`src/island_pkg.sv`:
```
// Shared bus widths, address map and error codes of the security island

package island_pkg;

   //////////////////////////////////////////////////////////////////////
   // Bus widths
   //////////////////////////////////////////////////////////////////////

   localparam int unsigned AddrWidth     = 32;
   localparam int unsigned DataWidth     = 32;
   localparam int unsigned NumInitiators = 2;
   localparam int unsigned SrcWidth      = 1;

   //////////////////////////////////////////////////////////////////////
   // Address map
   //////////////////////////////////////////////////////////////////////

   // Start inclusive, end exclusive
   localparam logic [AddrWidth-1:0] HostBase = 32'h0001_0000;
   localparam logic [AddrWidth-1:0] HostEnd  = 32'hA000_0000;
   localparam logic [AddrWidth-1:0] ClsBase  = 32'hA100_0000;
   localparam logic [AddrWidth-1:0] ClsEnd   = 32'hB000_0000;

   //////////////////////////////////////////////////////////////////////
   // Error reporting
   //////////////////////////////////////////////////////////////////////

   typedef enum logic [1:0] {
      ErrNone     = 2'd0,
      ErrDecode   = 2'd1,
      ErrIsolated = 2'd2
   } err_code_e;

endpackage

```
`src/req_arbiter.sv`:
```
// Round-robin arbiter of the bridge and DMA requests into a one-entry slice

`timescale 1ns/1ps

module req_arbiter (
   input  logic                                                    clk_i,
   input  logic                                                    arst_n_i,
   input  logic [island_pkg::NumInitiators-1:0]                    req_valid_i,
   output logic [island_pkg::NumInitiators-1:0]                    req_ready_o,
   input  logic [island_pkg::NumInitiators-1:0][island_pkg::AddrWidth-1:0] req_addr_i,
   input  logic [island_pkg::NumInitiators-1:0][island_pkg::DataWidth-1:0] req_wdata_i,
   input  logic [island_pkg::NumInitiators-1:0]                    req_we_i,
   output logic                                                    arb_valid_o,
   input  logic                                                    arb_ready_i,
   output logic [island_pkg::AddrWidth-1:0]                        arb_addr_o,
   output logic [island_pkg::DataWidth-1:0]                        arb_wdata_o,
   output logic                                                    arb_we_o,
   output logic [island_pkg::SrcWidth-1:0]                         arb_src_o
);

   logic                            rr_q;
   logic                            both_req;
   logic                            slice_free;
   logic [island_pkg::SrcWidth-1:0] gnt_idx;
   logic                            valid_q;

   assign both_req   = req_valid_i[0] & req_valid_i[1];

   // Slice takes a new item while the held one leaves
   assign slice_free = ~valid_q | arb_ready_i;

   always_comb begin
      if (both_req) begin
         gnt_idx = rr_q;
      end else if (req_valid_i[1]) begin
         gnt_idx = 1'b1;
      end else begin
         gnt_idx = 1'b0;
      end
   end

   always_comb begin
      for (int i = 0; i < island_pkg::NumInitiators; i++) begin
         req_ready_o[i] = slice_free && (gnt_idx == island_pkg::SrcWidth'(i));
      end
   end

   //////////////////////////////////////////////////////////////////////
   // Priority pointer and slice control
   //////////////////////////////////////////////////////////////////////

   always_ff @(posedge clk_i or negedge arst_n_i) begin
      if (!arst_n_i) begin
         rr_q    <= 1'b0;
         valid_q <= 1'b0;
      end else if (slice_free) begin
         valid_q <= |req_valid_i;
         // Flip only on contention
         if (both_req) begin
            rr_q <= ~rr_q;
         end
      end
   end

   // Payload and initiator index
   always_ff @(posedge clk_i) begin
      if (slice_free && (|req_valid_i)) begin
         arb_addr_o  <= req_addr_i[gnt_idx];
         arb_wdata_o <= req_wdata_i[gnt_idx];
         arb_we_o    <= req_we_i[gnt_idx];
         arb_src_o   <= gnt_idx;
      end
   end

   assign arb_valid_o = valid_q;

endmodule

```
`src/addr_router.sv`:
```
// Address decode, isolation gate and error termination toward the two ports

`timescale 1ns/1ps

module addr_router #(
   parameter int unsigned SyncStages = 3
) (
   input  logic                              clk_i,
   input  logic                              arst_n_i,
   input  logic                              arb_valid_i,
   output logic                              arb_ready_o,
   input  logic [island_pkg::AddrWidth-1:0]  arb_addr_i,
   input  logic [island_pkg::DataWidth-1:0]  arb_wdata_i,
   input  logic                              arb_we_i,
   input  logic [island_pkg::SrcWidth-1:0]   arb_src_i,
   output logic                              host_valid_o,
   input  logic                              host_ready_i,
   output logic                              cls_valid_o,
   input  logic                              cls_ready_i,
   output logic [island_pkg::AddrWidth-1:0]  fwd_addr_o,
   output logic [island_pkg::DataWidth-1:0]  fwd_wdata_o,
   output logic                              fwd_we_o,
   output logic [island_pkg::SrcWidth-1:0]   fwd_src_o,
   input  logic                              host_idle_i,
   output logic                              err_valid_o,
   output island_pkg::err_code_e             err_code_o,
   output logic [island_pkg::SrcWidth-1:0]   err_src_o,
   input  logic                              isolate_i,
   output logic                              isolated_o
);

   logic [SyncStages-1:0]  iso_sync_q;
   logic                   iso_sync;

   logic                   host_hit;
   logic                   cls_hit;
   logic                   dec_err;
   island_pkg::err_code_e  dec_code;

   logic                   valid_q;
   logic                   is_err_q;
   logic                   is_host_q;
   island_pkg::err_code_e  code_q;
   logic                   out_done;

   //////////////////////////////////////////////////////////////////////
   // Isolate synchronizer
   //////////////////////////////////////////////////////////////////////

   // Comes out of reset isolated
   always_ff @(posedge clk_i or negedge arst_n_i) begin
      if (!arst_n_i) begin
         iso_sync_q <= '1;
      end else begin
         iso_sync_q <= {iso_sync_q[SyncStages-2:0], isolate_i};
      end
   end

   assign iso_sync = iso_sync_q[SyncStages-1];

   //////////////////////////////////////////////////////////////////////
   // Decode
   //////////////////////////////////////////////////////////////////////

   assign host_hit = (arb_addr_i >= island_pkg::HostBase) && (arb_addr_i < island_pkg::HostEnd);
   assign cls_hit  = (arb_addr_i >= island_pkg::ClsBase) && (arb_addr_i < island_pkg::ClsEnd);

   always_comb begin
      if (host_hit && iso_sync) begin
         dec_err  = 1'b1;
         dec_code = island_pkg::ErrIsolated;
      end else if (!host_hit && !cls_hit) begin
         dec_err  = 1'b1;
         dec_code = island_pkg::ErrDecode;
      end else begin
         dec_err  = 1'b0;
         dec_code = island_pkg::ErrNone;
      end
   end

   //////////////////////////////////////////////////////////////////////
   // Output stage
   //////////////////////////////////////////////////////////////////////

   // Errors drain at once, forwards wait for their port
   assign out_done    = ~valid_q | is_err_q | (is_host_q ? host_ready_i : cls_ready_i);
   assign arb_ready_o = out_done;

   always_ff @(posedge clk_i or negedge arst_n_i) begin
      if (!arst_n_i) begin
         valid_q   <= 1'b0;
         is_err_q  <= 1'b0;
         is_host_q <= 1'b0;
         code_q    <= island_pkg::ErrNone;
      end else if (out_done) begin
         valid_q <= arb_valid_i;
         if (arb_valid_i) begin
            is_err_q  <= dec_err;
            is_host_q <= host_hit;
            code_q    <= dec_code;
         end
      end
   end

   always_ff @(posedge clk_i) begin
      if (out_done && arb_valid_i) begin
         fwd_addr_o  <= arb_addr_i;
         fwd_wdata_o <= arb_wdata_i;
         fwd_we_o    <= arb_we_i;
         fwd_src_o   <= arb_src_i;
      end
   end

   assign host_valid_o = valid_q & ~is_err_q & is_host_q;
   assign cls_valid_o  = valid_q & ~is_err_q & ~is_host_q;
   assign err_valid_o  = valid_q & is_err_q;
   assign err_code_o   = code_q;
   assign err_src_o    = fwd_src_o;

   // Isolated once nothing host-bound is left in flight
   assign isolated_o = iso_sync & host_idle_i & ~host_valid_o;

endmodule

```
`src/credit_tx.sv`:
```
// Request buffer with credit-based flow control toward one output port

`timescale 1ns/1ps

module credit_tx #(
   parameter int unsigned CreditDepth = 4
) (
   input  logic                              clk_i,
   input  logic                              arst_n_i,
   input  logic                              fwd_valid_i,
   output logic                              fwd_ready_o,
   input  logic [island_pkg::AddrWidth-1:0]  fwd_addr_i,
   input  logic [island_pkg::DataWidth-1:0]  fwd_wdata_i,
   input  logic                              fwd_we_i,
   input  logic [island_pkg::SrcWidth-1:0]   fwd_src_i,
   output logic                              out_valid_o,
   output logic [island_pkg::AddrWidth-1:0]  out_addr_o,
   output logic [island_pkg::DataWidth-1:0]  out_wdata_o,
   output logic                              out_we_o,
   output logic [island_pkg::SrcWidth-1:0]   out_src_o,
   input  logic                              credit_i,
   output logic                              idle_o
);

   localparam int unsigned PtrWidth = (CreditDepth > 1) ? $clog2(CreditDepth) : 1;
   localparam int unsigned CntWidth = $clog2(CreditDepth + 1);
   localparam int unsigned EntWidth = island_pkg::AddrWidth + island_pkg::DataWidth + 1 +
                                      island_pkg::SrcWidth;

   logic [EntWidth-1:0] mem_q [CreditDepth];
   logic [PtrWidth-1:0] wr_ptr_q;
   logic [PtrWidth-1:0] rd_ptr_q;
   logic [CntWidth-1:0] fill_q;
   logic [CntWidth-1:0] credit_q;
   logic                push;
   logic                pop;

   assign fwd_ready_o = (fill_q != CntWidth'(CreditDepth));
   assign push        = fwd_valid_i & fwd_ready_o;

   // Head issues whenever a credit is left
   assign pop         = (fill_q != '0) && (credit_q != '0);
   assign out_valid_o = pop;

   assign {out_addr_o, out_wdata_o, out_we_o, out_src_o} = mem_q[rd_ptr_q];

   always_ff @(posedge clk_i) begin
      if (push) begin
         mem_q[wr_ptr_q] <= {fwd_addr_i, fwd_wdata_i, fwd_we_i, fwd_src_i};
      end
   end

   always_ff @(posedge clk_i or negedge arst_n_i) begin
      if (!arst_n_i) begin
         wr_ptr_q <= '0;
         rd_ptr_q <= '0;
         fill_q   <= '0;
         credit_q <= CntWidth'(CreditDepth);
      end else begin
         if (push) begin
            wr_ptr_q <= (wr_ptr_q == PtrWidth'(CreditDepth - 1)) ? '0 : wr_ptr_q + 1'b1;
         end
         if (pop) begin
            rd_ptr_q <= (rd_ptr_q == PtrWidth'(CreditDepth - 1)) ? '0 : rd_ptr_q + 1'b1;
         end
         fill_q   <= fill_q + CntWidth'(push) - CntWidth'(pop);
         credit_q <= credit_q + CntWidth'(credit_i) - CntWidth'(pop);
      end
   end

   // All credits back and nothing queued
   assign idle_o = (credit_q == CntWidth'(CreditDepth)) && (fill_q == '0);

endmodule

```
`src/security_island.sv`:
```
// Request-routing core of the secure subsystem with host and cluster ports

`timescale 1ns/1ps

module security_island #(
   parameter int unsigned CreditDepth = 4,
   parameter int unsigned SyncStages  = 3
) (
   input  logic                                                    clk_i,
   input  logic                                                    arst_n_i,
   // Initiators
   input  logic [island_pkg::NumInitiators-1:0]                    req_valid_i,
   output logic [island_pkg::NumInitiators-1:0]                    req_ready_o,
   input  logic [island_pkg::NumInitiators-1:0][island_pkg::AddrWidth-1:0] req_addr_i,
   input  logic [island_pkg::NumInitiators-1:0][island_pkg::DataWidth-1:0] req_wdata_i,
   input  logic [island_pkg::NumInitiators-1:0]                    req_we_i,
   // Host port
   output logic                                                    host_valid_o,
   output logic [island_pkg::AddrWidth-1:0]                        host_addr_o,
   output logic [island_pkg::DataWidth-1:0]                        host_wdata_o,
   output logic                                                    host_we_o,
   output logic [island_pkg::SrcWidth-1:0]                         host_src_o,
   input  logic                                                    host_credit_i,
   // Cluster port
   output logic                                                    cls_valid_o,
   output logic [island_pkg::AddrWidth-1:0]                        cls_addr_o,
   output logic [island_pkg::DataWidth-1:0]                        cls_wdata_o,
   output logic                                                    cls_we_o,
   output logic [island_pkg::SrcWidth-1:0]                         cls_src_o,
   input  logic                                                    cls_credit_i,
   // Errors and isolation
   output logic                                                    err_valid_o,
   output island_pkg::err_code_e                                   err_code_o,
   output logic [island_pkg::SrcWidth-1:0]                         err_src_o,
   input  logic                                                    isolate_i,
   output logic                                                    isolated_o
);

   logic                             arb_valid;
   logic                             arb_ready;
   logic [island_pkg::AddrWidth-1:0] arb_addr;
   logic [island_pkg::DataWidth-1:0] arb_wdata;
   logic                             arb_we;
   logic [island_pkg::SrcWidth-1:0]  arb_src;

   logic                             host_fwd_valid;
   logic                             host_fwd_ready;
   logic                             cls_fwd_valid;
   logic                             cls_fwd_ready;
   logic [island_pkg::AddrWidth-1:0] fwd_addr;
   logic [island_pkg::DataWidth-1:0] fwd_wdata;
   logic                             fwd_we;
   logic [island_pkg::SrcWidth-1:0]  fwd_src;
   logic                             host_idle;

   req_arbiter u_arbiter (
      .clk_i       ( clk_i       ),
      .arst_n_i    ( arst_n_i    ),
      .req_valid_i ( req_valid_i ),
      .req_ready_o ( req_ready_o ),
      .req_addr_i  ( req_addr_i  ),
      .req_wdata_i ( req_wdata_i ),
      .req_we_i    ( req_we_i    ),
      .arb_valid_o ( arb_valid   ),
      .arb_ready_i ( arb_ready   ),
      .arb_addr_o  ( arb_addr    ),
      .arb_wdata_o ( arb_wdata   ),
      .arb_we_o    ( arb_we      ),
      .arb_src_o   ( arb_src     )
   );

   addr_router #(
      .SyncStages ( SyncStages )
   ) u_router (
      .clk_i        ( clk_i          ),
      .arst_n_i     ( arst_n_i       ),
      .arb_valid_i  ( arb_valid      ),
      .arb_ready_o  ( arb_ready      ),
      .arb_addr_i   ( arb_addr       ),
      .arb_wdata_i  ( arb_wdata      ),
      .arb_we_i     ( arb_we         ),
      .arb_src_i    ( arb_src        ),
      .host_valid_o ( host_fwd_valid ),
      .host_ready_i ( host_fwd_ready ),
      .cls_valid_o  ( cls_fwd_valid  ),
      .cls_ready_i  ( cls_fwd_ready  ),
      .fwd_addr_o   ( fwd_addr       ),
      .fwd_wdata_o  ( fwd_wdata      ),
      .fwd_we_o     ( fwd_we         ),
      .fwd_src_o    ( fwd_src        ),
      .host_idle_i  ( host_idle      ),
      .err_valid_o  ( err_valid_o    ),
      .err_code_o   ( err_code_o     ),
      .err_src_o    ( err_src_o      ),
      .isolate_i    ( isolate_i      ),
      .isolated_o   ( isolated_o     )
   );

   credit_tx #(
      .CreditDepth ( CreditDepth )
   ) u_host_tx (
      .clk_i       ( clk_i          ),
      .arst_n_i    ( arst_n_i       ),
      .fwd_valid_i ( host_fwd_valid ),
      .fwd_ready_o ( host_fwd_ready ),
      .fwd_addr_i  ( fwd_addr       ),
      .fwd_wdata_i ( fwd_wdata      ),
      .fwd_we_i    ( fwd_we         ),
      .fwd_src_i   ( fwd_src        ),
      .out_valid_o ( host_valid_o   ),
      .out_addr_o  ( host_addr_o    ),
      .out_wdata_o ( host_wdata_o   ),
      .out_we_o    ( host_we_o      ),
      .out_src_o   ( host_src_o     ),
      .credit_i    ( host_credit_i  ),
      .idle_o      ( host_idle      )
   );

   // Cluster side never isolates, so its idle flag stays open
   credit_tx #(
      .CreditDepth ( CreditDepth )
   ) u_cls_tx (
      .clk_i       ( clk_i         ),
      .arst_n_i    ( arst_n_i      ),
      .fwd_valid_i ( cls_fwd_valid ),
      .fwd_ready_o ( cls_fwd_ready ),
      .fwd_addr_i  ( fwd_addr      ),
      .fwd_wdata_i ( fwd_wdata     ),
      .fwd_we_i    ( fwd_we        ),
      .fwd_src_i   ( fwd_src       ),
      .out_valid_o ( cls_valid_o   ),
      .out_addr_o  ( cls_addr_o    ),
      .out_wdata_o ( cls_wdata_o   ),
      .out_we_o    ( cls_we_o      ),
      .out_src_o   ( cls_src_o     ),
      .credit_i    ( cls_credit_i  ),
      .idle_o      (               )
   );

endmodule

```
`config.mk`:
```
export PLATFORM = sky130hd
export DESIGN_NAME = security_island
export DESIGN_NICKNAME = d
export VERILOG_FILES = /design/src/island_pkg.sv /design/src/req_arbiter.sv /design/src/addr_router.sv /design/src/credit_tx.sv /design/src/security_island.sv
export SDC_FILE = /design/constraint.sdc
export NUM_CORES = 1
export LEC_CHECK = 0
export BUFFER_PORTS_ARGS = -buffer_cell sky130_fd_sc_hd__buf_2
export CAP_MARGIN = 20
export CORE_AREA = 2 2 210 212
export DETAILED_ROUTE_END_ITERATION = 6
export DIE_AREA = 0 0 212 214
export PLACE_DENSITY_LB_ADDON = 0.12
export SYNTH_ARGS = -nofsm -noshare
export SYNTH_HDL_FRONTEND = slang
export SYNTH_SLANG_ARGS = --single-unit
```
`constraint.sdc`:
```
create_clock -name clk_i -period 8.55 [get_ports clk_i]
set_input_delay 0.4275 -clock clk_i [delete_from_list [all_inputs] [get_ports clk_i]]
set_output_delay 0.4275 -clock clk_i [all_outputs]
set_load 0.01 [all_outputs]
```
==> run_results.csv <==
group,metric,value,unit
placed_design,placed_cells_incl_taps,1885,
detailed_routing,drtPass1Iterations,5,
clocking,insertion_delay,0.58,ns
sta,holdWs,0.0791,ns
global_route,grt_max_degree,69,
worst_hold_path,hold_class,"in2reg",
setup_path,worst-endpoint-arrival,3.16,ns
cells_and_area,area.growth.synth_to_final,16.4,%
sta,final_hold_violating_endpoints,0,
detailed_routing,wl_per_cell,25.0,µm
sta,finalWorstPathRequiredPeriod,3.59,ns
global_route,antenna_violations_before_repair,0,
sta,grt_setup_unrepaired,"false",
sta,slew_headroom,0.316,
worst_hold_path,min_delay_path_depth,2,
placed_design,detailed_place_hpwl,28.7,mm
detailed_routing,detail-route-antenna-nets,0,
run,cap_violations,0,
power,clockPowerShare,0.277,
setup_path,worst-setup-path-type,"reg2out",
cells_and_area,instances_no_fill,2009,
run_status,outcome,"finished clean",
floorplan,ios,278,
power,p_seq_frac,0.488,
setup_path,worst_setup_path_startpoint,"u_cls_tx.rd_ptr_q[0]",
sta,setup-tns-final,0,ns
power,power_report.internal_total,0.00720,W
setup_path,timing.critical_path.fanout_max,41,
clocking,post-cts-setup-buffer-count,0,
synth,async_flop_share,0.0435,
sta,clock.fmax,0.279,GHz
synth,post_synth_instance_area,25500,µm²
cells_and_area,num_antenna_cells,0,
synth,avgSynthCellArea,24.4,µm²
setup_path,timing.reg2reg.worst_path_depth,4,
global_route,overflow,0,
power,share_comb_of_total_power,0.235,
synth,yosys_register_bits,690,
cells_and_area,layout-drive-gt1-share,0.409,
clocking,cts.reportedPaths.clkPinSlew,0.06,ns
setup_path,timing.rr.start,"u_cls_tx.fill_q[1]",
global_route,grt_first_pass_wirelength,75.0,mm
sta,finClkSkew,0.0152,ns
synth,postSynth.topFlopCell,"sky130_fd_sc_hd__edfxtp_1",
detailed_routing,routed-via-count,11535,
placed_design,placement.io_buffers,277,
clocking,cts_tree,"done",
detailed_routing,route.detailed.vias_per_inst,5.74,
placed_design,gp_routability_congestion,0.730,
setup_path,kind_of_launch_point_of_the_worst_setup_path,"flop",
synth,mappedNetlistNets,1205,
clocking,numCtsBuffers,68,
power,power-per-cell-area,340,nW/µm²
setup_path,critPathCaptureType,"output port",
cells_and_area,post-route-util,0.692,
floorplan,die_y,214,µm
cells_and_area,post_route_design_area,29700,µm²
synth,synth-edff-count,660,
detailed_routing,drc,0,
clocking,cts.sinks,690,
clocking,cts-htree-levels,3,
detailed_routing,detailedRoute.firstIterationViolations,790,
sta,slew_violations,0,
setup_path,reg2reg_setup_slack,5.66,ns
synth,synth.yosys.seq_area_share,0.808,
sta,worst_pin_slew,1.02,ns
power,p_sw_frac,0.285,
clocking,max-clock-path-buffers,3,
synth,post_synth_num_cell_types,38,
power,leakage_dissipation,10.3,nW
floorplan,core_region_area,42900,µm²
floorplan,row_count,76,
detailed_routing,route.final.wire_length,50.2,mm
floorplan,chipWidth,212,µm
global_route,grt_pass1_vias,12089,
clocking,cts-root-buf,"sky130_fd_sc_hd__clkbuf_16",
sta,setup-violations-final,0,
synth,syn-instance-count,1046,
worst_hold_path,timing.hold.worst.start,"host_credit_i",
floorplan,die-area,45400,µm²
sta,layout_worst_path_cycle_share,0.420,
cells_and_area,finalNetCount,1532,
setup_path,cp.required,8.12,ns
power,max-vdd-ir-drop,221,µV
floorplan,floorplan.initialDensity,0.594,
placed_design,post_dp_cell_area,27500,µm²
global_route,gr-usage-all-layers,0.228,
synth,synth-warning-count,0,
power,p_switching,0.00287,W
-- cells in the final DEF, fill, tap and decap left out, types with 12 or more instances in the layout --
master	n
sky130_fd_sc_hd__edfxtp_1	660
sky130_fd_sc_hd__buf_2	277
sky130_fd_sc_hd__mux4_2	132
sky130_fd_sc_hd__clkbuf_16	73
sky130_fd_sc_hd__mux2_2	43
sky130_fd_sc_hd__mux2_1	30
sky130_fd_sc_hd__inv_1	24
sky130_fd_sc_hd__clkbuf_1	21
sky130_fd_sc_hd__dfrtp_1	21
sky130_fd_sc_hd__ha_1	18
sky130_fd_sc_hd__clkinv_2	13
sky130_fd_sc_hd__buf_4	13
sky130_fd_sc_hd__nor2_1	12
sky130_fd_sc_hd__clkinv_1	12
-- per-layer routing --
metal  GRT usage  up-vias  wire length (µm)
met3      0.0515       62              3470
met1       0.321     6044             21000
met4      0.0599        0               865
li1            -     5007                 -
met5           0        -                 0
met2       0.368      422             24900
-- through the flow --
step | setup slack (ns) | total power, W
6_report | 4.96 | 0.0101
5_1_grt | 4.72 | 0.0105
4_1_cts | 4.81 | 0.0102
2_1_floorplan | 4.35 | 0.00641
3_3_place_gp | 5.45 | 0.00734
3_5_place_dp | 5.44 | 0.00741
-- cell type report --
cell class / count / area, µm²
Clock inverter: 26 / 165
Tap cell: 585 / 732
Multi-Input combinational cell: 294 / 4600
Inverter: 25 / 95.1
Clock buffer: 95 / 1920
Fill cell: 2664 / 13200
Timing Repair Buffer: 294 / 1560
Sequential cell: 690 / 20600
-- synth_stat cells (2+ instances only) --
master	instances	area, µm²
sky130_fd_sc_hd__xor2_1	4	35.0
sky130_fd_sc_hd__nand2_1	7	26.3
sky130_fd_sc_hd__nor4_1	5	31.3
sky130_fd_sc_hd__nand2b_1	2	12.5
sky130_fd_sc_hd__buf_2	13	65.1
sky130_fd_sc_hd__buf_6	6	67.6
sky130_fd_sc_hd__mux4_2	132	2970
sky130_fd_sc_hd__fa_1	4	80.1
sky130_fd_sc_hd__nor3_1	4	20.0
sky130_fd_sc_hd__o21ai_1	3	15.0
sky130_fd_sc_hd__xnor2_1	5	43.8
sky130_fd_sc_hd__and2_1	8	50.1
sky130_fd_sc_hd__inv_1	25	93.8
sky130_fd_sc_hd__nor2_1	13	48.8
sky130_fd_sc_hd__dfstp_2	5	131
sky130_fd_sc_hd__mux2_1	30	338
sky130_fd_sc_hd__mux2_2	43	484
sky130_fd_sc_hd__buf_4	12	90.1
sky130_fd_sc_hd__edfxtp_1	660	19800
sky130_fd_sc_hd__buf_1	6	22.5
sky130_fd_sc_hd__ha_1	18	225
sky130_fd_sc_hd__dfrtp_1	25	626
-- flip-flops by register name, indices dropped and copies added (netlist names), 2 cells and up --
name                   cells
u_router.iso_sync_q        3
u_host_tx.wr_ptr_q         2
u_arbiter.arb_wdata_o     32
u_cls_tx.credit_q          3
u_host_tx.fill_q           3
u_arbiter.arb_addr_o      32
u_router.err_code_o        2
u_host_tx.credit_q         3
u_cls_tx.fill_q            3
u_cls_tx.rd_ptr_q          2
u_cls_tx.mem_q           264
u_router.fwd_addr_o       32
u_host_tx.mem_q          264
u_router.fwd_wdata_o      32
u_host_tx.rd_ptr_q         2
u_cls_tx.wr_ptr_q          2
-- worst max-delay path, stage by stage, from the launching register on --
cell	delay, ns
sky130_fd_sc_hd__dfrtp_4	0.86
sky130_fd_sc_hd__buf_4	0.84
sky130_fd_sc_hd__mux4_2	0.67
sky130_fd_sc_hd__buf_2	0.17
-- timing repair --
item,in CTS,in global routing
hold endpoints to repair,26,0
endpoints found under the setup margin,0,0
resized for setup,0,0
hold buffers,2,0
-- cell families (layout without fill, tap and decap cells) --
family	Yosys count	after routing	synth area share
DFF	690	690	0.808
muxes	205	205	0.149
buffers and inverters	62	440	0.0133
and+or+nand+nor	47	47	0.0103
adders and majority gates	22	22	0.0120
AOI/OAI and AO/OA	11	11	0.00457
xor gates and xnor gates	9	9	0.00309
-- power groups by stage --
stage          Sequential [W]  Clock [W]  Combinational (W)
6_report              0.00492    0.00279            0.00237
5_1_grt               0.00500    0.00299            0.00255
4_1_cts               0.00499    0.00285            0.00237
3_5_place_dp          0.00505          0            0.00236
3_3_place_gp          0.00506          0            0.00227
2_1_floorplan         0.00474          0            0.00167
-- worst paths after layout --
path                                           to
max                                cls_wdata_o[2]
min                         u_host_tx.credit_q[0]
max reg2reg                 u_cls_tx.mem_q[2][32]
min reg2reg                u_router.iso_sync_q[2]
max in group asynchronous   u_host_tx.rd_ptr_q[0]
min in group asynchronous     u_host_tx.fill_q[0]
No activity file was read; power rests on OpenSTA's default activity.
